**src/hw/pt2272_pkg.sv**
```systemverilog
`default_nettype none

package pt2272_pkg;

    localparam int NUM_ADDR = 8;                    // Address trits A0..A7
    localparam int NUM_DATA = 4;                    // Data bits D0..D3
    localparam int NUM_SYMS = NUM_ADDR + NUM_DATA;  // Code bits per frame

    // Two-bit code per PT2272 bit, also used for the address pins
    typedef enum logic [1:0] {
        SYM_0    = 2'b00,
        SYM_SYNC = 2'b01,
        SYM_F    = 2'b10,
        SYM_1    = 2'b11
    } sym_code_t;

    typedef struct packed {
        logic [9:0] high_len;  // High phase in ticks
        logic [9:0] low_len;   // Low phase in ticks, saturates
        logic       valid;
    } pulse_t;

    typedef struct packed {
        sym_code_t code;
        logic      valid;  // Good code bit or sync
        logic      bad;    // Malformed pulse sequence
    } symbol_t;

    // Same 24 bits, first transmitted symbol in the top two bits
    typedef union packed {
        sym_code_t [0:NUM_SYMS-1] syms;  // Shift view
        struct packed {
            sym_code_t [0:NUM_ADDR-1] addr;  // Trit 0 first
            sym_code_t [0:NUM_DATA-1] data;  // Data bit 0 first
        } fields;                            // Decode view
    } frame_u;

    typedef struct packed {
        frame_u word;
        logic   valid;  // Complete 12-bit frame
        logic   abort;  // Broken frame
    } frame_t;

endpackage

`default_nettype wire

```
**src/hw/osc_tick_gen.sv**
```systemverilog
`default_nettype none

module osc_tick_gen #(
    parameter int TICK_DIV = 250
) (
    input  logic osc_clk,
    input  logic reset,
    output logic tick_o
);

    localparam int CW = (TICK_DIV > 1) ? $clog2(TICK_DIV) : 1;

    logic [CW-1:0] div_cnt;  // Counts down to zero

    always_ff @(posedge osc_clk or posedge reset) begin
        if (reset) begin
            div_cnt <= '0;
            tick_o  <= 1'b0;
        end else begin
            if (div_cnt == '0)
                div_cnt <= CW'(TICK_DIV - 1);  // Reload
            else
                div_cnt <= div_cnt - 1'b1;
            tick_o <= (div_cnt == '0);  // One cycle per period
        end
    end

    a_tick_spacing: assert property (@(posedge osc_clk) disable iff (reset)
        (tick_o && TICK_DIV > 1) |=> !tick_o)
        else $error("osc_tick_gen: back to back ticks");

endmodule

`default_nettype wire

```
**src/hw/pulse_meter.sv**
```systemverilog
`default_nettype none

module pulse_meter #(
    parameter int ALPHA_TICKS = 4
) (
    input  logic               osc_clk,
    input  logic               reset,
    input  logic               tick_i,
    input  logic               cod_i,
    output pt2272_pkg::pulse_t pulse_o
);

    import pt2272_pkg::*;

    // Longest sync is 124 alpha, leave some room above it
    localparam int LEN_CAP = (128 * ALPHA_TICKS - 1 > 1023) ? 1023 : 128 * ALPHA_TICKS - 1;
    localparam logic [9:0] LEN_MAX = 10'(LEN_CAP);

    logic [1:0] sync_q;    // Two-flop synchroniser
    logic       line_q;    // Level at previous tick
    logic       rise;
    logic       started;   // First rising edge seen
    logic [9:0] high_cnt;
    logic [9:0] low_cnt;

    always_ff @(posedge osc_clk or posedge reset) begin
        if (reset)
            sync_q <= 2'b00;
        else
            sync_q <= {sync_q[0], cod_i};
    end

    assign rise = tick_i && sync_q[1] && !line_q;  // Edges only count on ticks

    always_ff @(posedge osc_clk or posedge reset) begin
        if (reset) begin
            line_q   <= 1'b0;
            started  <= 1'b0;
            high_cnt <= '0;
            low_cnt  <= '0;
        end else if (tick_i) begin
            line_q <= sync_q[1];
            if (rise) begin
                started  <= 1'b1;
                high_cnt <= 10'd1;  // This tick is already high
                low_cnt  <= '0;
            end else if (sync_q[1]) begin
                if (high_cnt != LEN_MAX)
                    high_cnt <= high_cnt + 10'd1;
            end else if (low_cnt != LEN_MAX) begin
                low_cnt <= low_cnt + 10'd1;  // Saturates on long sync gaps
            end
        end
    end

    // Publish the finished high/low pair when the next pulse begins
    always_ff @(posedge osc_clk or posedge reset) begin
        if (reset) begin
            pulse_o <= '0;
        end else begin
            pulse_o.valid <= rise && started;
            if (rise) begin
                pulse_o.high_len <= high_cnt;
                pulse_o.low_len  <= low_cnt;
            end
        end
    end

endmodule

`default_nettype wire

```
**src/hw/symbol_classifier.sv**
```systemverilog
`default_nettype none

module symbol_classifier #(
    parameter int ALPHA_TICKS = 4
) (
    input  logic                osc_clk,
    input  logic                reset,
    input  pt2272_pkg::pulse_t  pulse_i,
    output pt2272_pkg::symbol_t sym_o
);

    import pt2272_pkg::*;

    localparam int WIDE_MIN  = 8 * ALPHA_TICKS;   // Wide high phase
    localparam int SYNC_MIN  = 64 * ALPHA_TICKS;  // Sync gap
    localparam int SHORT_MIN = 2 * ALPHA_TICKS;   // Below this is a glitch

    logic wide_hi;
    logic sync_lo;
    logic short_ph;
    logic half_open;  // First pulse of a bit held
    logic half_wide;  // Width of that first pulse

    assign wide_hi  = (pulse_i.high_len >= WIDE_MIN);
    assign sync_lo  = (pulse_i.low_len >= SYNC_MIN);
    assign short_ph = (pulse_i.high_len < SHORT_MIN) || (pulse_i.low_len < SHORT_MIN);

    always_ff @(posedge osc_clk or posedge reset) begin
        if (reset) begin
            sym_o     <= '0;
            half_open <= 1'b0;
            half_wide <= 1'b0;
        end else begin
            sym_o.valid <= 1'b0;
            sym_o.bad   <= 1'b0;
            if (pulse_i.valid) begin
                if (short_ph) begin
                    sym_o.bad <= 1'b1;
                    half_open <= 1'b0;
                end else if (sync_lo) begin
                    half_open <= 1'b0;
                    if (half_open || wide_hi) begin
                        sym_o.bad <= 1'b1;  // Sync inside a bit, or wide sync pulse
                    end else begin
                        sym_o.valid <= 1'b1;
                        sym_o.code  <= SYM_SYNC;
                    end
                end else if (!half_open) begin
                    half_open <= 1'b1;  // Wait for second pulse
                    half_wide <= wide_hi;
                end else begin
                    half_open <= 1'b0;
                    case ({half_wide, wide_hi})
                        2'b00: begin
                            sym_o.valid <= 1'b1;
                            sym_o.code  <= SYM_0;
                        end
                        2'b11: begin
                            sym_o.valid <= 1'b1;
                            sym_o.code  <= SYM_1;
                        end
                        2'b01: begin
                            sym_o.valid <= 1'b1;
                            sym_o.code  <= SYM_F;
                        end
                        default: sym_o.bad <= 1'b1;  // Wide then narrow
                    endcase
                end
            end
        end
    end

    a_bad_excl: assert property (@(posedge osc_clk) disable iff (reset)
        !(sym_o.valid && sym_o.bad))
        else $error("symbol_classifier: good and bad strobe together");

endmodule

`default_nettype wire

```
**src/hw/frame_assembler.sv**
```systemverilog
`default_nettype none

module frame_assembler (
    input  logic                osc_clk,
    input  logic                reset,
    input  pt2272_pkg::symbol_t sym_i,
    output pt2272_pkg::frame_t  frame_o
);

    import pt2272_pkg::*;

    localparam logic [3:0] CNT_FULL = 4'(NUM_SYMS);
    localparam logic [3:0] CNT_OVER = 4'(NUM_SYMS + 1);  // Too many bits

    frame_u     shreg;    // Oldest symbol at syms[0]
    logic [3:0] sym_cnt;
    logic       valid_q;
    logic       abort_q;

    always_ff @(posedge osc_clk) begin
        if (sym_i.valid && sym_i.code != SYM_SYNC) begin
            for (int i = 0; i < NUM_SYMS - 1; i++)
                shreg.syms[i] <= shreg.syms[i+1];
            shreg.syms[NUM_SYMS-1] <= sym_i.code;  // Newest enters at the end
        end
    end

    always_ff @(posedge osc_clk or posedge reset) begin
        if (reset) begin
            sym_cnt <= '0;
            valid_q <= 1'b0;
            abort_q <= 1'b0;
        end else begin
            valid_q <= 1'b0;
            abort_q <= 1'b0;
            if (sym_i.bad) begin
                abort_q <= 1'b1;
                sym_cnt <= '0;
            end else if (sym_i.valid) begin
                if (sym_i.code == SYM_SYNC) begin
                    valid_q <= (sym_cnt == CNT_FULL);  // Exactly 12 bits
                    abort_q <= (sym_cnt != CNT_FULL);
                    sym_cnt <= '0;
                end else if (sym_cnt != CNT_OVER) begin
                    sym_cnt <= sym_cnt + 4'd1;
                end
            end
        end
    end

    assign frame_o = '{word: shreg, valid: valid_q, abort: abort_q};

    a_close_excl: assert property (@(posedge osc_clk) disable iff (reset)
        !(frame_o.valid && frame_o.abort))
        else $error("frame_assembler: valid and abort together");

endmodule

`default_nettype wire

```
**src/hw/frame_checker.sv**
```systemverilog
`default_nettype none

module frame_checker (
    input  logic                                            osc_clk,
    input  logic                                            reset,
    input  pt2272_pkg::frame_t                              frame_i,
    input  pt2272_pkg::sym_code_t [0:pt2272_pkg::NUM_ADDR-1] addr_i,
    output logic [pt2272_pkg::NUM_DATA-1:0]                 data_o,
    output logic                                            dv_o
);

    import pt2272_pkg::*;

    frame_u              hist;       // Previous complete frame
    logic                hist_vld;
    logic                addr_ok;
    logic                data_ok;    // No F in data field
    logic                repeat_ok;
    logic [NUM_DATA-1:0] data_bits;

    always_comb begin
        addr_ok   = (frame_i.word.fields.addr == addr_i);
        repeat_ok = hist_vld && (frame_i.word == hist);
        data_ok   = 1'b1;
        for (int i = 0; i < NUM_DATA; i++) begin
            if (frame_i.word.fields.data[i] != SYM_0 && frame_i.word.fields.data[i] != SYM_1)
                data_ok = 1'b0;
            data_bits[i] = (frame_i.word.fields.data[i] == SYM_1);
        end
    end

    always_ff @(posedge osc_clk) begin
        if (frame_i.valid)
            hist <= frame_i.word;  // Any complete frame, matching or not
    end

    always_ff @(posedge osc_clk or posedge reset) begin
        if (reset) begin
            hist_vld <= 1'b0;
            data_o   <= '0;
            dv_o     <= 1'b0;
        end else begin
            dv_o <= 1'b0;
            if (frame_i.abort) begin
                hist_vld <= 1'b0;  // Broken frame breaks the repeat chain
            end else if (frame_i.valid) begin
                hist_vld <= 1'b1;
                if (addr_ok && data_ok && repeat_ok) begin
                    data_o <= data_bits;
                    dv_o   <= 1'b1;
                end
            end
        end
    end

endmodule

`default_nettype wire

```
**src/hw/pt2272_decoder.sv**
```systemverilog
`default_nettype none

module pt2272_decoder #(
    parameter int TICK_DIV    = 250,  // osc_clk cycles per sample tick
    parameter int ALPHA_TICKS = 4     // Sample ticks per alpha
) (
    input  logic                                            osc_clk,
    input  logic                                            reset,
    input  logic                                            cod_i,
    input  pt2272_pkg::sym_code_t [0:pt2272_pkg::NUM_ADDR-1] A_i,
    output logic [pt2272_pkg::NUM_DATA-1:0]                 D_o,
    output logic                                            dv_o
);

    import pt2272_pkg::*;

    logic    tick;
    pulse_t  pulse;  // Meter to classifier
    symbol_t sym;    // Classifier to assembler
    frame_t  frame;  // Assembler to checker

    osc_tick_gen #(.TICK_DIV(TICK_DIV)) osc_tick_gen_inst (
        .osc_clk (osc_clk),
        .reset   (reset),
        .tick_o  (tick)
    );

    pulse_meter #(.ALPHA_TICKS(ALPHA_TICKS)) pulse_meter_inst (
        .osc_clk (osc_clk),
        .reset   (reset),
        .tick_i  (tick),
        .cod_i   (cod_i),
        .pulse_o (pulse)
    );

    symbol_classifier #(.ALPHA_TICKS(ALPHA_TICKS)) symbol_classifier_inst (
        .osc_clk (osc_clk),
        .reset   (reset),
        .pulse_i (pulse),
        .sym_o   (sym)
    );

    frame_assembler frame_assembler_inst (
        .osc_clk (osc_clk),
        .reset   (reset),
        .sym_i   (sym),
        .frame_o (frame)
    );

    frame_checker frame_checker_inst (
        .osc_clk (osc_clk),
        .reset   (reset),
        .frame_i (frame),
        .addr_i  (A_i),  // Local address pins
        .data_o  (D_o),
        .dv_o    (dv_o)
    );

endmodule

`default_nettype wire

```
**config.mk**
```make
export PLATFORM = sky130hd
export DESIGN_NAME = pt2272_decoder
export DESIGN_NICKNAME = d
export VERILOG_FILES = /design/src/hw/pt2272_pkg.sv /design/src/hw/osc_tick_gen.sv /design/src/hw/pulse_meter.sv /design/src/hw/symbol_classifier.sv /design/src/hw/frame_assembler.sv /design/src/hw/frame_checker.sv /design/src/hw/pt2272_decoder.sv
export SDC_FILE = /design/constraint.sdc
export NUM_CORES = 1
export LEC_CHECK = 0
export ABC_AREA = 1
export BUFFER_PORTS_ARGS = -buffer_cell sky130_fd_sc_hd__buf_2
export CAP_MARGIN = 5
export CORE_MARGIN = 2
export CORE_UTILIZATION = 30
export DETAILED_ROUTE_END_ITERATION = 8
export SLEW_MARGIN = 0
export SYNTH_ARGS = -nofsm -noshare
export SYNTH_HDL_FRONTEND = slang
export SYNTH_HIERARCHICAL = 1
export SYNTH_SLANG_ARGS = --single-unit
```
**constraint.sdc**
```tcl
create_clock -name osc_clk -period 4.3 [get_ports osc_clk]
set_clock_uncertainty 0.1 [all_clocks]
set_input_delay 0 -clock osc_clk [delete_from_list [all_inputs] [get_ports osc_clk]]
set_output_delay 0 -clock osc_clk [all_outputs]
set_load 0.01 [all_outputs]
```
=== Yosys cells after proc, flatten, opt, wreduce, memory -nomap -nowiden ===
Index checks and enable logic that the tools add are counted.

* Register bits after elaboration: 120
* Input bits: 19
* Output and inout bits: 5
* Logic and storage cells: 130

* Add/subtract/negate cells: 4
* Bitwise operators: 4
* $lt $le $gt $ge: 4
* Reductions and logical operators: 36
* Muxes and demuxes: 38
* Equal/unequal tests: 21

{| class="wikitable"
|+ Operators by type and width
! operator !! number
|-
| 2-to-1 mux 10 bit || 6
|-
| equality test 24 bit || 1
|-
| 2-to-1 mux 4 bit || 6
|-
| 2-to-1 mux 1 bit || 22
|-
| adder 10 x 1 -> 10 bit, second input constant || 2
|-
| less-than comparator 10 x 4 -> 1 bit, second input constant || 2
|-
| inequality test 10 x 9 -> 1 bit, second input constant || 2
|-
| nonzero test 2 bit || 10
|-
| equality test 16 bit || 1
|-
| inequality test 2 bit, second input constant || 6
|-
| logical AND 1 bit || 11
|-
| equality test 2 bit, second input constant || 5
|-
| greater-or-equal comparator 10 x 6 -> 1 bit, second input constant || 1
|-
| greater-or-equal comparator 10 x 9 -> 1 bit, second input constant || 1
|-
| one-hot mux 3 bit (3 select lines) || 1
|-
| AND reduction 3 bit || 3
|-
| zero test 8 bit || 1
|-
| 2-to-1 mux 8 bit || 1
|-
| inequality test 4 bit, second input constant || 2
|-
| subtractor 8 x 1 -> 8 bit, second input constant || 1
|-
| AND reduction 5 bit || 1
|-
| adder 4 x 1 -> 4 bit, second input constant || 1
|-
| equality test 2 x 1 -> 1 bit, second input constant || 2
|-
| equality test 4 bit, second input constant || 1
|-
| other kinds (12) || 17
|}

=== Logic depth before layout (Yosys ltp) ===
* Word-level depth: 11
* Depth in mapped cells: 12
* Gate-level depth less buffers: 12

=== Hierarchy ===
Netlist, hierarchy kept.

{| class="wikitable"
|+ By module, submodules not included
! module !! cells each !! times used !! seq. area each (um^2) !! area each (um^2)
|-
| pulse_meter || 265 || 1 || 1,126.1 || 2,178.3
|-
| frame_checker || 248 || 1 || 870.8 || 1,850.5
|-
| frame_assembler || 79 || 1 || 870.8 || 1,123.6
|-
| symbol_classifier || 82 || 1 || 150.1 || 524.3
|-
| osc_tick_gen || 51 || 1 || 225.2 || 493.0
|}

=== Worst setup path after synthesis ===
No wires, ideal clock.

* Path type: flip-flop to flip-flop
* From: register symbol_classifier_inst/sym_o[2] (netlist name)
* To: register frame_assembler_inst/shreg[0] (netlist name) (enable)
* Period minus slack after synthesis: 2.109 ns
* Library setup time: 0.405 ns
* Stages on the path, launching flop included: 4
* Setup slack: 2.191 ns
* Arrival time: 1.604 ns
* Data required time: 3.795 ns
* Path buffers: 0
* Cells stage by stage: dfrtp_1 nand2_1 inv_1 nor2_1

* Longest elaborated chain between the ends: 2

{| class="wikitable"
|+ Ends and longest elaborated chain
! element !! RTL line !! source
|-
| start, declared || symbol_classifier.sv:9 || <nowiki>output pt2272_pkg::symbol_t sym_o</nowiki>
|-
| inequality test 2 x 1 -> 1 bit || frame_assembler.sv:21 || <nowiki>if (sym_i.valid && sym_i.code != SYM_SYNC) begin</nowiki>
|-
| logical AND 1 bit || frame_assembler.sv:21 ||
|-
| end, declared || frame_assembler.sv:15 || <nowiki>frame_u shreg;</nowiki>
|}

Every way passes these cells.
A chain may end at the register's enable or synchronous reset.

=== Worst setup path in the final report ===
* From: register symbol_classifier_inst/sym_o[3] (netlist name)
* To: register frame_assembler_inst/shreg[5] (netlist name) (enable)

Same word-level chain as after synthesis.

==> impl_metrics.yaml <==
cts:
  insertion_delay_ps: 410
  cts_tree: "done"
  cts_hold_buf: 2
  postCtsSetupBuffers: 0
  cts_buffers: 17
  cts_resized: 0
  clockRootBuffer: "clkbuf_16"
  path_clk_slew_ps: 50
  cts_sinks: 114
  htreeDepth: 4
  clk_path_buf_depth: 2
sta:
  setup_viol_count_final: 0
  timing.final.max_slew_violations: 0
  fin_tns_setup_ps: 0
  worstMarginPinSlew_ps: 901.6
  finalHoldViolations: 0
  fmax_mhz: 491.2
  fin_crit_ps: 2036
  rsz0062_at_grt: "false"
  relSlewSlack: 0.3983
  period_share: 0.4735
synth:
  synthCells: 703
  synth.avg_cell_area_um2: 8.474
  netlist_area_um2: 5957
  yosys_warnings: 6
  synth.net_count: 738
route:
  drt_iter0_drc: 238
  dr_total_vias: 4179
  wirelength_um: 10900
  wire_per_inst_um: 10.70
  ant_nets: 0
  via_per_inst: 4.101
  drc: 0
  drt_first_pass_iters: 4
final_layout:
  multi_input_area_um2: 2340
  areaGrowthSynthToFinish_pct: 17.22
  num-nets-final: 776
  diodes: 0
  final_common_cell: "nand2_1"
  regArea_um2: 3093
  nFillCells: 2006
  drive_gt1_frac: 0.1578
  final_cell_mix: "nand2_1, inv_1, dfrtp_1, nor2_1, edfxtp_1"
run:
  drv_cap: 0
floorplanning:
  core_um2: 19460
  die-area_um2: 21000
  top_level_ports: 24
  row_count: 51
  start_util: 0.3061
  dieHeight_um: 144.9
  die_x_um: 144.9
worst_setup_path:
  worstPathArrival_ps: 2050
  r2r-end: "frame_assembler_inst/shreg[5]$_DFFE_PP_"
  crit_type: "flip-flop to flip-flop"
  r2r_cells: 5
  r2r_slack_ps: 2260
  critPathMaxFanout: 18
  r2r_start: "symbol_classifier_inst/sym_o[3]$_DFFE_PP0P_"
  cp-start-kind: "flip-flop"
  critPathRequiredTime_ps: 4320
  cp-startpoint: "symbol_classifier_inst/sym_o[3]$_DFFE_PP0P_"
  endpoint_kind: "flip-flop"
global_route:
  grt_antenna_before_repair: 0
  grt_pass1_vias: 4096
  grt-ovfl-total: 0
  grt_use_total: 0.1132
  grt_pass1_wl_um: 19370
  grt_start_max_net_pins: 48
placed_design:
  gp_congestion: 0.8001
  dp_hpwl_um: 7756
  io_buffers: 23
power:
  p_leak_nw: 3.427
  power_density_nw_per_um2: 374.1
  irDropWorstVdd_v: 0.0002886
  totalPowerFinal_mw: 2.612
status:
  outcome: "finished, final reports clean"
hold_path:
  min_path_type: "primary input to asynchronous set/reset pin"
## flip-flops by register name (all words and copies together), names as in the netlist, 4 cells and up
name / cells
frame_assembler_inst/shreg: 24
frame_assembler_inst/sym_cnt: 4
symbol_classifier_inst/sym_o: 4
pulse_meter_inst/high_cnt: 10
frame_checker_inst/hist: 24
osc_tick_gen_inst/div_cnt: 8
pulse_meter_inst/low_cnt: 10
frame_checker_inst/data_o: 4
pulse_meter_inst/pulse_o: 15
## worst max path at each step
stage / slack [ps] / end / depth (start not counted)
2_1_floorplan: 2190 / frame_assembler_inst/shreg[0]$_DFFE_PP_ / 3
3_3_place_gp: 2300 / frame_assembler_inst/shreg[23]$_DFFE_PP_ / 5
3_5_place_dp: 2250 / frame_assembler_inst/shreg[15]$_DFFE_PP_ / 5
4_1_cts: 2230 / frame_assembler_inst/shreg[5]$_DFFE_PP_ / 5
5_1_grt: 2040 / frame_assembler_inst/shreg[5]$_DFFE_PP_ / 5
6_report: 2260 / frame_assembler_inst/shreg[5]$_DFFE_PP_ / 5
## layer usage
layer  vias to the layer above  part of all wire  global-route usage
li1                       2263                 -                   -
met1                      1865              0.50              0.1470
met2                        42              0.46              0.1805
met3                         9             0.030             0.03365
met4                         0             0.010             0.03861
met5                         -                 0                   0
## per-stage QoR
stage          std cells  utilization  hold WS [ps]  worst slack, ps  cell area (µm²)
6_report            1019       0.3588        0.6575             2264             6983
4_1_cts             1019       0.3588        0.2002             2232             6983
5_1_grt             1019       0.3588         43.96             2039             6983
2_1_floorplan        703            -        -309.0             2191             5957
3_3_place_gp         985       0.3270        -112.4             2299             6365
3_5_place_dp         985       0.3270        -109.2             2255             6365
## worst max-delay path: stages (launching register included)
cell     delay [ps]
dfrtp_1         360
inv_1            50
nand2_1         150
inv_1            90
nor2_2          690
buf_4           300
## cell type report
cell class | count | area share
clock buffers | 18 | 0.06146
clock inverters | 14 | 0.02419
inverters | 122 | 0.06630
multi-input cells | 458 | 0.3351
flip-flops and latches | 114 | 0.4429
well taps | 265 | 0.04748
repair buffers | 28 | 0.02258
## power breakdown
part | switching [mW] | internal [mW]
Clock | 0.475 | 0.954
Sequential | 0.00229 | 1.13
Combinational | 0.0316 | 0.0171
Power figures use the tool's default switching activity.
